<file path="src/hw/dac_pkg.sv">
`default_nettype none

package dac_pkg;

	////////////////////
	// field widths
	////////////////////
	localparam int W_DATA  = 16;                       // one dac data word
	localparam int W_CHS   = 4;                        // dac address nibble
	localparam int W_CMD   = 4;                        // command nibble
	localparam int W_FRAME = W_CMD + W_CHS + W_DATA;   // serial frame, 24 bits
	localparam int W_INSTR = W_CHS + W_DATA;           // queued word, cmd added later

	////////////////////
	// dac commands
	////////////////////
	typedef enum logic [W_CMD-1:0] {
		CMD_WRITE        = 4'h0,  // write input register only
		CMD_WRITE_UPDATE = 4'h3   // write and update the addressed channel
	} dac_cmd_e;

	// serial writer states
	typedef enum logic [1:0] {
		ST_IDLE,   // waiting for a queued instruction
		ST_SHIFT,  // frame on the wire, sync_n low
		ST_GAP     // sync_n high between frames
	} spi_state_e;

endpackage

`default_nettype wire

</file>
<file path="src/hw/dac_bank_encoder.sv">
`timescale 1ns/100ps
`default_nettype none

module dac_bank_encoder import dac_pkg::*; #(
	parameter int N_CHAN   = 8,  // dac channels in total
	parameter int N_BANK   = 2,  // number of banks
	parameter int BANK_IDX = 0   // position of this bank
) (
	input  wire logic                                clk_in,
	input  wire logic                                rst_n,
	input  wire logic                                start,  // load mask and words
	input  wire logic [N_CHAN/N_BANK-1:0]            mask,   // this bank's valid bits
	input  wire logic [W_DATA*(N_CHAN/N_BANK)-1:0]   data,   // this bank's words
	input  wire logic                                grant,  // queue took the current instr
	output logic                                     req,    // instruction on offer
	output logic [W_INSTR-1:0]                       instr,  // {address, word}
	output logic                                     idle    // nothing pending
);

	localparam int N_LOC = N_CHAN / N_BANK;                       // channels per bank
	localparam int W_LOC = (N_LOC > 1) ? $clog2(N_LOC) : 1;       // local index width
	localparam logic [W_CHS-1:0] BASE = W_CHS'(BANK_IDX * N_LOC); // first global channel

	logic [N_LOC-1:0]        pending;  // channels still to send
	logic [W_DATA*N_LOC-1:0] words;    // held data words
	logic [W_LOC-1:0]        sel_idx;  // lowest pending channel

	// priority encoder, lowest bit wins
	always_comb begin
		sel_idx = '0;
		for (int i = N_LOC - 1; i >= 0; i--)
			if (pending[i])
				sel_idx = W_LOC'(i);
	end

	assign req   = |pending;
	assign idle  = ~req;
	assign instr = {BASE + W_CHS'(sel_idx), words[sel_idx*W_DATA +: W_DATA]};

	always_ff @(posedge clk_in or negedge rst_n) begin
		if (!rst_n)
			pending <= '0;
		else if (start)
			pending <= mask;
		else if (grant)
			pending[sel_idx] <= 1'b0;  // step to the next channel up
	end

	always_ff @(posedge clk_in) begin
		if (start)
			words <= data;  // no reset, only read behind pending
	end

endmodule

`default_nettype wire

</file>
<file path="src/hw/dac_instr_queue.sv">
`timescale 1ns/100ps
`default_nettype none

module dac_instr_queue import dac_pkg::*; #(
	parameter int N_BANK     = 2,  // requesting banks
	parameter int FIFO_DEPTH = 8   // queue entries, power of two
) (
	input  wire logic                        clk_in,
	input  wire logic                        rst_n,
	input  wire logic [N_BANK-1:0]           req,        // one per bank encoder
	input  wire logic [N_BANK*W_INSTR-1:0]   instr_bus,  // bank b at b*W_INSTR
	input  wire logic                        pop,        // writer takes the head
	output logic [N_BANK-1:0]                grant,      // one-hot or zero
	output logic [W_INSTR-1:0]               fifo_data,  // head word, show-ahead
	output logic                             fifo_empty
);

	localparam int W_BANK = (N_BANK > 1) ? $clog2(N_BANK) : 1;
	localparam int W_PTR  = (FIFO_DEPTH > 1) ? $clog2(FIFO_DEPTH) : 1;

	////////////////////
	// arbiter
	////////////////////
	logic [W_BANK-1:0]  win_idx;  // lowest requesting bank
	logic               any_req;
	logic               full;
	logic               wr_en;
	logic               rd_en;
	logic [W_INSTR-1:0] wr_data;

	// fixed priority, lower bank first so frames leave in channel order
	always_comb begin
		win_idx = '0;
		any_req = 1'b0;
		for (int i = N_BANK - 1; i >= 0; i--) begin
			if (req[i]) begin
				win_idx = W_BANK'(i);
				any_req = 1'b1;
			end
		end
	end

	always_comb begin
		grant = '0;
		if (any_req && !full)
			grant[win_idx] = 1'b1;  // held off while full, encoders wait
	end

	assign wr_en   = |grant;
	assign wr_data = instr_bus[win_idx*W_INSTR +: W_INSTR];
	assign rd_en   = pop & ~fifo_empty;  // stray pops on empty ignored

	////////////////////
	// circular fifo
	////////////////////
	logic [W_INSTR-1:0] mem [FIFO_DEPTH];
	logic [W_PTR-1:0]   wr_ptr;
	logic [W_PTR-1:0]   rd_ptr;
	logic [W_PTR:0]     count;    // occupancy, 0..FIFO_DEPTH

	assign full       = (count == (W_PTR+1)'(FIFO_DEPTH));
	assign fifo_empty = (count == '0);
	assign fifo_data  = mem[rd_ptr];  // valid whenever not empty

	always_ff @(posedge clk_in or negedge rst_n) begin
		if (!rst_n) begin
			wr_ptr <= '0;
			rd_ptr <= '0;
			count  <= '0;
		end else begin
			if (wr_en)
				wr_ptr <= (wr_ptr == W_PTR'(FIFO_DEPTH - 1)) ? '0 : wr_ptr + 1'b1;
			if (rd_en)
				rd_ptr <= (rd_ptr == W_PTR'(FIFO_DEPTH - 1)) ? '0 : rd_ptr + 1'b1;
			case ({wr_en, rd_en})
				2'b10:   count <= count + 1'b1;
				2'b01:   count <= count - 1'b1;
				default: count <= count;  // both or neither
			endcase
		end
	end

	// storage
	always_ff @(posedge clk_in) begin
		if (wr_en)
			mem[wr_ptr] <= wr_data;
	end

endmodule

`default_nettype wire

</file>
<file path="src/hw/dac_out_top.sv">
`timescale 1ns/100ps
`default_nettype none

module dac_out_top import dac_pkg::*; #(
	parameter int N_CHAN     = 8,  // dac channels
	parameter int N_BANK     = 2,  // encoder banks
	parameter int FIFO_DEPTH = 8   // instruction queue depth
) (
	input  wire logic                     clk_in,
	input  wire logic                     rst_n,
	input  wire logic [W_DATA*N_CHAN-1:0] data_packed,  // all channel words
	input  wire logic [N_CHAN-1:0]        data_valid,   // update mask pulse
	output logic                          busy,
	output logic                          sclk,
	output logic                          sync_n,
	output logic                          sdin
);

	localparam int N_LOC = N_CHAN / N_BANK;  // channels per bank

	logic                       bank_start;
	logic [N_CHAN-1:0]          bank_mask;
	logic [W_DATA*N_CHAN-1:0]   bank_data;
	logic [N_BANK-1:0]          bank_idle;
	logic [N_BANK-1:0]          req;
	logic [N_BANK-1:0]          grant;
	logic [N_BANK*W_INSTR-1:0]  instr_bus;   // bank b at b*W_INSTR
	logic [W_INSTR-1:0]         fifo_data;
	logic                       fifo_empty;
	logic                       pop;

	////////////////////
	// input side
	////////////////////
	dac_sample_latch #(.N_CHAN(N_CHAN), .N_BANK(N_BANK)) u_latch (
		.clk_in(clk_in), .rst_n(rst_n),
		.data_packed(data_packed), .data_valid(data_valid),
		.bank_idle(bank_idle),
		.bank_start(bank_start), .bank_mask(bank_mask), .bank_data(bank_data),
		.busy(busy)
	);

	// one encoder per bank of N_LOC channels
	for (genvar b = 0; b < N_BANK; b++) begin : g_bank
		dac_bank_encoder #(.N_CHAN(N_CHAN), .N_BANK(N_BANK), .BANK_IDX(b)) u_enc (
			.clk_in(clk_in), .rst_n(rst_n),
			.start(bank_start),
			.mask(bank_mask[b*N_LOC +: N_LOC]),
			.data(bank_data[b*N_LOC*W_DATA +: N_LOC*W_DATA]),
			.grant(grant[b]),
			.req(req[b]),
			.instr(instr_bus[b*W_INSTR +: W_INSTR]),
			.idle(bank_idle[b])
		);
	end

	////////////////////
	// queue and serial side
	////////////////////
	dac_instr_queue #(.N_BANK(N_BANK), .FIFO_DEPTH(FIFO_DEPTH)) u_queue (
		.clk_in(clk_in), .rst_n(rst_n),
		.req(req), .instr_bus(instr_bus), .pop(pop),
		.grant(grant), .fifo_data(fifo_data), .fifo_empty(fifo_empty)
	);

	dac_spi_writer u_writer (
		.clk_in(clk_in), .rst_n(rst_n),
		.fifo_data(fifo_data), .fifo_empty(fifo_empty),
		.pop(pop), .sclk(sclk), .sync_n(sync_n), .sdin(sdin)
	);

endmodule

`default_nettype wire

</file>
<file path="src/hw/dac_sample_latch.sv">
`timescale 1ns/100ps
`default_nettype none

module dac_sample_latch import dac_pkg::*; #(
	parameter int N_CHAN = 8,  // dac channels
	parameter int N_BANK = 2   // encoder banks
) (
	input  wire logic                     clk_in,
	input  wire logic                     rst_n,
	input  wire logic [W_DATA*N_CHAN-1:0] data_packed,  // channel k at bits 16k+:16
	input  wire logic [N_CHAN-1:0]        data_valid,   // one-cycle update pulse
	input  wire logic [N_BANK-1:0]        bank_idle,    // per-bank drained flags
	output logic                          bank_start,   // load pulse to every encoder
	output logic [N_CHAN-1:0]             bank_mask,    // held mask, sliced per bank on top
	output logic [W_DATA*N_CHAN-1:0]      bank_data,    // held words, sliced the same way
	output logic                          busy          // back-pressure toward the source
);

	logic accept;   // update taken this cycle
	logic running;  // banks loaded, watching idle flags

	// pulses during busy are dropped here
	assign accept = ~busy & (|data_valid);

	////////////////////
	// control
	////////////////////
	always_ff @(posedge clk_in or negedge rst_n) begin
		if (!rst_n) begin
			busy       <= 1'b0;
			running    <= 1'b0;
			bank_start <= 1'b0;
		end else begin
			bank_start <= accept;                  // start one cycle after accept
			if (accept)
				busy <= 1'b1;
			if (bank_start)
				running <= 1'b1;                   // encoders hold the mask from here on
			else if (running && (&bank_idle)) begin
				running <= 1'b0;
				busy    <= 1'b0;                   // every bank drained
			end
		end
	end

	// payload, captured on accept only
	always_ff @(posedge clk_in) begin
		if (accept) begin
			bank_mask <= data_valid;
			bank_data <= data_packed;
		end
	end

endmodule

`default_nettype wire

</file>
<file path="src/hw/dac_spi_writer.sv">
`timescale 1ns/100ps
`default_nettype none

module dac_spi_writer import dac_pkg::*; (
	input  wire logic               clk_in,
	input  wire logic               rst_n,
	input  wire logic [W_INSTR-1:0] fifo_data,   // {address, word} at the queue head
	input  wire logic               fifo_empty,
	output logic                    pop,         // take the head word this cycle
	output logic                    sclk,        // low half then high half per bit
	output logic                    sync_n,      // frame strobe, active low
	output logic                    sdin         // serial data, msb first
);

	localparam int N_HALF  = 2 * W_FRAME;        // half-bit cycles per frame, 48
	localparam int W_CNT   = $clog2(N_HALF);
	localparam int GAP_CYC = 2;                  // idle cycles after sync_n rises

	spi_state_e         state;
	logic [W_FRAME-1:0] shreg;    // outgoing frame
	logic [W_CNT-1:0]   cnt;      // half-bit counter
	logic [1:0]         gap_cnt;  // cycles spent in the gap

	// pop only from idle, word is already on fifo_data
	assign pop  = (state == ST_IDLE) & ~fifo_empty;
	assign sdin = shreg[W_FRAME-1];  // shreg empties to zero, so sdin rests low

	////////////////////
	// frame fsm
	////////////////////
	always_ff @(posedge clk_in or negedge rst_n) begin
		if (!rst_n) begin
			state   <= ST_IDLE;
			shreg   <= '0;
			cnt     <= '0;
			gap_cnt <= '0;
			sclk    <= 1'b0;
			sync_n  <= 1'b1;
		end else begin
			case (state)
				ST_IDLE: begin
					if (pop) begin
						shreg  <= {CMD_WRITE_UPDATE, fifo_data};  // command in front
						cnt    <= '0;
						sclk   <= 1'b0;
						sync_n <= 1'b0;                           // low the cycle after pop
						state  <= ST_SHIFT;
					end
				end
				ST_SHIFT: begin
					if (cnt == W_CNT'(N_HALF - 1)) begin
						sclk    <= 1'b0;
						sync_n  <= 1'b1;                          // frame done
						shreg   <= shreg << 1;                    // last bit off, line to zero
						gap_cnt <= '0;
						state   <= ST_GAP;
					end else begin
						cnt  <= cnt + 1'b1;
						sclk <= ~sclk;
						if (sclk)
							shreg <= shreg << 1;  // next bit on the falling edge
					end
				end
				ST_GAP: begin
					if (gap_cnt == 2'(GAP_CYC - 1))
						state <= ST_IDLE;
					else
						gap_cnt <= gap_cnt + 1'b1;
				end
				default: state <= ST_IDLE;
			endcase
		end
	end

endmodule

`default_nettype wire

</file>
<file path="config.mk">
export PLATFORM = sky130hd
export DESIGN_NAME = dac_out_top
export DESIGN_NICKNAME = d
export VERILOG_FILES = /design/src/hw/dac_pkg.sv /design/src/hw/dac_bank_encoder.sv /design/src/hw/dac_instr_queue.sv /design/src/hw/dac_out_top.sv /design/src/hw/dac_sample_latch.sv /design/src/hw/dac_spi_writer.sv
export SDC_FILE = /design/constraint.sdc
export NUM_CORES = 1
export LEC_CHECK = 0
export ABC_AREA = 1
export BUFFER_PORTS_ARGS = -buffer_cell sky130_fd_sc_hd__buf_2
export CAP_MARGIN = 0
export CORE_UTILIZATION = 60
export CTS_CLUSTER_DIAMETER = 100
export CTS_CLUSTER_SIZE = 10
export DETAILED_ROUTE_END_ITERATION = 8
export PLACE_DENSITY = 0.8
export SKIP_LAST_GASP = 1
export SLEW_MARGIN = 0
export SYNTH_ARGS = -nofsm -noshare
export SYNTH_HDL_FRONTEND = slang
export SYNTH_SLANG_ARGS = --single-unit
</file>
<file path="constraint.sdc">
create_clock -name clk_in -period 11.5 [get_ports clk_in]
set_clock_uncertainty 0.05 [all_clocks]
set_input_delay 2.3 -clock clk_in [delete_from_list [all_inputs] [get_ports clk_in]]
set_output_delay 2.3 -clock clk_in [all_outputs]
set_load 0.005 [all_outputs]
</file>
==> impl_metrics.json, run 1 <==
{
  "critical_path_class": "in -> reg",
  "port_buffers": 141,
  "syn2layout_area_growth_pct": 13.4,
  "tritoncts": "done",
  "critical_path_required_ns": 11.63,
  "post-route-min-period_ns": 4.66,
  "core_region_area_um2": 30500,
  "crit_buf_inv": 3,
  "worstSetupStartpointType": "input port",
  "worstHoldStart": "u_latch.bank_data[85]",
  "grt_antenna_before_repair": 0,
  "clk_pin_slew_ns": 0.06,
  "clkSinkCount": 473,
  "hold_viol": 0,
  "num_antenna_cells": 0,
  "track_usage_pct": 24.4,
  "r2r_start": "u_latch.busy",
  "syn-num-nets": 1651,
  "p_clk_share_pct": 24.3,
  "slowest_stage": "buf_4",
  "yosysSeqAreaShare_pct": 74.9,
  "cap_violations": 0,
  "comb_power_share_pct": 30.9,
  "cp.arrival_ns": 4.80,
  "syn_avg_cell_area_um2": 12.4,
  "num_vias": 11500,
  "synth_cells": 1504,
  "setup_tns_ns": 0,
  "hold_path_class": "reg -> reg",
  "cp-end-kind": "flip-flop",
  "switching_share_pct": 36.3,
  "rsz0062_at_grt": "false",
  "drt_iter0_drc": 1275,
  "wirelength_um": 37600,
  "grt_overflow_total": 0,
  "max-vdd-ir-drop_uv": 168,
  "maxClockFrequency_mhz": 214,
  "pin_count": 142,
  "start_util_pct": 60.9,
  "post-route-util_pct": 69.1,
  "via_per_inst": 5.50,
  "final_cell_area_um2": 21100,
  "finalSetupViolations": 0,
  "cp_max_fo": 65,
  "htreeDepth": 2,
  "drive_above_1_share_pct": 14.6,
  "synth_seq_cells": 473,
  "post_cts_buffers": 0,
  "grt_pass1_vias": 11100,
  "run_status": "finished clean",
  "die_h_um": 178,
  "path_cells": "buf_2 > nor2_1 > nand2_1 > nor2_1 > nor2_4 > buf_4 > buf_4",
  "power.internal_mw": 3.93,
  "dieArea_um2": 31700,
  "relSlewSlack_pct": 24.1,
  "cts_buffers": 53,
  "seqPwrFrac_pct": 44.7,
  "worstMarginPinSlew_ns": 1.14,
  "yosysWarnings": 0,
  "grt_max_degree": 94,
  "insertion_delay_ns": 0.57,
  "layout_common_cells": "416 x edfxtp_1, 375 x nand2_1, 238 x nand3_1",
  "drtAntennaViolNets": 0,
  "clockBufferDepth": 3,
  "synth_cell_type_count": 32,
  "crit_family": "buffers and inverters",
  "dr.pass1.iters": 6,
  "die_width_um": 178,
  "placed_area_um2": 19500,
  "wl_per_cell_um": 17.9,
  "root_buffer": "clkbuf_16",
  "power_density_nw_per_um2": 293,
  "nets": 1804,
  "p_sw_mw": 2.24,
  "cts-resized-gates": 0,
  "leakage_nw": 8.45,
  "slew_viol_final": 0,
  "dp_hpwl_um": 22400,
  "final_common_cell": "edfxtp_1",
  "hold_ws_ns": 0.358,
  "fin_crit_sh_pct": 40.6,
  "drc": 0,
  "rows": 64,
  "cp-startpoint": "data_valid[0]",
  "cpPeakStageDelay_ns": 0.75,
  "place.gp.congestion": 0.804,
  "synth_area_um2": 18600,
  "grt_pass1_wl_um": 58300,
  "ctsHoldBuffers": 0
}
==> per-stage QoR <==
stage / instances / power [mW] / setup slack [ns]
after floorplan: 1504 / 4.15 / 2.53
after CTS: 2097 / 6.18 / 6.88
after detailed placement: 1998 / 4.66 / 6.29
final: 2097 / 6.18 / 6.84
after global routing: 2097 / 6.51 / 6.64
after global placement: 1998 / 4.57 / 6.42
==> cells in the mapped netlist <==
| cell | instances | share of area, % |
|---|---|---|
| inv_4 | 2 | 0.067 |
| o21ai_1 | 6 | 0.16 |
| clkinv_1 | 2 | 0.040 |
| inv_1 | 125 | 2.5 |
| nand3b_1 | 18 | 0.73 |
| dfstp_2 | 1 | 0.14 |
| nor2_1 | 130 | 2.6 |
| dfrtp_1 | 56 | 7.5 |
| nand3_4 | 1 | 0.094 |
| ha_1 | 9 | 0.61 |
| nand4_1 | 1 | 0.034 |
| nor2_2 | 5 | 0.17 |
| clkbuf_1 | 11 | 0.22 |
| inv_2 | 4 | 0.081 |
| buf_2 | 23 | 0.62 |
| o21ai_0 | 22 | 0.59 |
| nand3_2 | 1 | 0.054 |
| o31ai_1 | 2 | 0.081 |
| xnor2_1 | 1 | 0.047 |
| buf_1 | 1 | 0.020 |
| a21oi_1 | 5 | 0.13 |
| buf_4 | 14 | 0.57 |
| buf_6 | 10 | 0.61 |
| o211ai_1 | 3 | 0.12 |
| nand2_4 | 3 | 0.18 |
| edfxtp_1 | 416 | 67 |
| or2_2 | 1 | 0.034 |
| nand2_1 | 376 | 7.6 |
| nand2_2 | 10 | 0.34 |
| nor2_4 | 3 | 0.18 |
| xor2_1 | 4 | 0.19 |
| nand3_1 | 238 | 6.4 |
==> path summary, 6_finish.rpt <==
check	slack [ns]	depth (start not counted)	to
max in group asynchronous	8.98	2	u_latch.bank_start
min in group asynchronous	1.85	2	u_writer.cnt[2]
worst max register to register	8.48	3	u_latch.bank_data[44]
worst min-delay path	0.36	0	g_bank[1].u_enc.words[21]
worst max-delay path	6.84	7	u_latch.bank_data[44]
worst min register to register	0.36	0	g_bank[1].u_enc.words[21]
==> power by group through the flow <==
stage,Clock [mW],Combinational (mW),Sequential [mW]
after floorplan,0,1.40,2.75
after global placement,0,1.80,2.77
after detailed placement,0,1.87,2.79
after CTS,1.51,1.90,2.76
after global routing,1.59,2.13,2.80
final,1.50,1.91,2.76
==> final cells by class <==
cell class / instances / area, um2
tap: 396 / 495
fill: 1993 / 9430
multi-input combinational: 839 / 3800
clock buffer: 96 / 1490
timing repair buffer: 157 / 826
clock inverter: 3 / 48.8
inverter: 133 / 504
sequential: 473 / 13900
==> registers in the layout (all words and copies together) (netlist names) <==
signal	flops
u_queue.mem	152
g_bank.u_enc.words	128
u_latch.bank_data	128
u_writer.shreg	24
g_bank.u_enc.pending	8
u_latch.bank_mask	8
u_writer.cnt	6
u_queue.count	4
u_queue.rd_ptr	3
u_queue.wr_ptr	3
u_writer.gap_cnt	2
u_writer.state	2
u_latch.bank_start	1
u_latch.busy	1
u_latch.running	1
u_writer.sclk	1
u_writer.sync_n	1
==> routing by layer <==
layer | part of all wire [%] | track usage, %
met5 | 0 | 0
met1 | 39 | 32.0
met3 | 7.7 | 3.92
met4 | 3.0 | 9.94
met2 | 50 | 41.0
==> cell families (layout without fill, tap and decap cells) <==
group	Yosys count	after routing	synth area share, %
adders and majority gates	9	9	0.606
buffers and inverters	192	389	4.75
xor gates and xnor gates	5	5	0.236
DFF	473	473	74.9
and+or+nand+nor	787	787	18.4
AOI/OAI and AO/OA	38	38	1.09
(Power assumes the default switching activity.)
==> inputs of run 2 (changes only) <==
clock period = 4.5 ns   (was 11.5 ns; I/O delays follow)
==> run 2 against run 1 <==
  * Largest power group unchanged
  * Combinational power grew to 2.6 times the previous value
  * Global-route usage down 0.31 points
  * Non-clock buffer count up 3
  * Die area did not move
  * Register-to-register slack worse by 6.8 ns
  * Critical path depth up 4
  * Worst hold slack got worse by 0.049 ns
  * Cell count shrank 0.48%
  * Critical path type is now reg -> reg
  * Wire length is 1.1% lower
  * Via count fell by 0.90%
  * Utilization about the same
==> impl_metrics.json, run 2 (same netlist as run 1, synthesis figures left out) <==
{
  "run_status": "finished clean",
  "dpl_worst_slack_ns": 1.50,
  "grt_max_degree": 82,
  "post-route-min-period_ns": 2.85,
  "met1_usage_pct": 31.7,
  "die_h_um": 178,
  "num_vias": 11400,
  "cp.arrival_ns": 3.29,
  "clkSinkCount": 473,
  "syn2layout_area_growth_pct": 13.4,
  "worstMarginPinSlew_ns": 1.32,
  "final_common_cell": "edfxtp_1",
  "r2r_start": "g_bank[0].u_enc.pending[1]",
  "post_cts_buffers": 0,
  "gr-usage-met2_pct": 39.7,
  "drc": 0,
  "cp_max_fo": 21,
  "max-vdd-ir-drop_uv": 454,
  "maxClockFrequency_mhz": 351,
  "htreeDepth": 2,
  "grt_overflow_total": 0,
  "drive_above_1_share_pct": 14.8,
  "reg.largest.list": "u_queue.mem: 152 flops, g_bank.u_enc.words: 128 flops, u_latch.bank_data: 128 flops",
  "hold_viol": 0,
  "rsz0062_at_grt": "false",
  "largest-register": "u_queue.mem",
  "clk_pin_slew_ns": 0.06,
  "cap_violations": 0,
  "clockBufferDepth": 3,
  "die_width_um": 178,
  "grt_pass1_vias": 11100,
  "drtAntennaViolNets": 0,
  "cp-startpoint": "g_bank[0].u_enc.pending[1]",
  "dr.pass1.iters": 5,
  "critical_path_class": "reg -> reg",
  "finalSetupViolations": 0,
  "layout_common_cells": "416 x edfxtp_1, 375 x nand2_1, 238 x nand3_1",
  "dieArea_um2": 31700,
  "drt_iter0_drc": 1211,
  "nets": 1807,
  "place.gp.congestion": 0.846,
  "num_antenna_cells": 0,
  "start_util_pct": 60.9,
  "grt_pass1_wl_um": 57700,
  "rows": 64,
  "fin_crit_sh_pct": 63.3,
  "slew_viol_final": 0,
  "wirelength_um": 37200,
  "pin_count": 142,
  "met3_usage_pct": 4.11,
  "wl_per_cell_um": 17.8,
  "fill_cells": 1978,
  "relSlewSlack_pct": 11.5,
  "dp_hpwl_um": 22600,
  "cp-end-kind": "flip-flop",
  "ctsHoldBuffers": 0,
  "cts_buffers": 53,
  "leakage_nw": 8.46,
  "hold_path_class": "in -> async",
  "insertion_delay_ns": 0.57,
  "critical_path_required_ns": 4.94,
  "via_per_inst": 5.48,
  "r2r_slack_ns": 1.65,
  "worstSetupStartpointType": "flip-flop",
  "port_buffers": 141,
  "root_buffer": "clkbuf_16",
  "setup_tns_ns": 0,
  "tritoncts": "done",
  "largest_reg_flops": 152,
  "fin_ws_ns": 1.65,
  "power_density_nw_per_um2": 745,
  "reg2reg_to": "u_queue.count[2]",
  "track_usage_pct": 24.1,
  "cts-resized-gates": 0,
  "grt_antenna_before_repair": 0,
  "core_region_area_um2": 30500,
  "grt-busiest-layer": "met2",
  "reg2regPathDepth": 11
}
==> run 2: cell types whose count changed in the layout (fill, tap and decap cells not counted), sizes merged <==
cell    before  now
clkbuf      96   83
buf        157  160
==> run 2: critical path, stage by stage (launching register included) <==
cell and delay, ns:
dfrtp_1 0.40, nor2_2 0.69, nand2_2 0.19, nor2_1 0.28, nor2_4 0.10, inv_1 0.10
ha_1 0.22, xor2_1 0.22, ha_1 0.17, a21oi_1 0.05, xor2_1 0.17, o21ai_0 0.14
==> run 2: worst max path at each step <==
stage	endpoint	cells after the start	slack, ns
3_5_place_dp	u_latch.bank_data[72]	6	1.50
2_1_floorplan	u_latch.busy	4	0.55
5_1_grt	u_queue.count[2]	11	1.37
3_3_place_gp	u_latch.bank_data[112]	6	1.60
4_1_cts	u_queue.count[2]	11	1.66
6_report	u_queue.count[2]	11	1.65
==> run 2: report_power, final <==
part / switching (mW) / internal [mW] / total [mW]
logic: 3.70 / 1.26 / 4.96
registers: 0.389 / 6.59 / 6.98
clock network: 1.58 / 2.18 / 3.76
total: 5.67 / 10.0 / 15.7
==> run 2: metal layers <==
layer | vias up | wire [um]
met5 | - | 0
met4 | 0 | 1310
met3 | 80 | 3020
met2 | 565 | 18100
met1 | 5358 | 14800
li1 | 5424 | -
==> run 2: cell type report <==
class                      instances  area (um2)  share of cell area (%)
clock buffer                      83        1440                    6.83
clock inverter                     3        48.8                   0.231
inverter                         133         504                    2.39
multi-input combinational        839        3800                    18.0
sequential                       473       13900                    66.1
tap                              396         495                    2.35
timing repair buffer             160         873                    4.14
==> run 2: per-stage QoR <==
step	total power [mW]	cells	area, um2	utilization, %	hold slack (ns)
floorplan	10.6	1504	18600	-	0.350
global placement	11.7	2001	19600	64.2	0.351
detailed placement	11.9	2001	19600	64.2	0.355
CTS	15.7	2087	21100	69.1	0.317
global route	16.5	2087	21100	69.1	0.353
finish	15.7	2087	21100	69.1	0.309
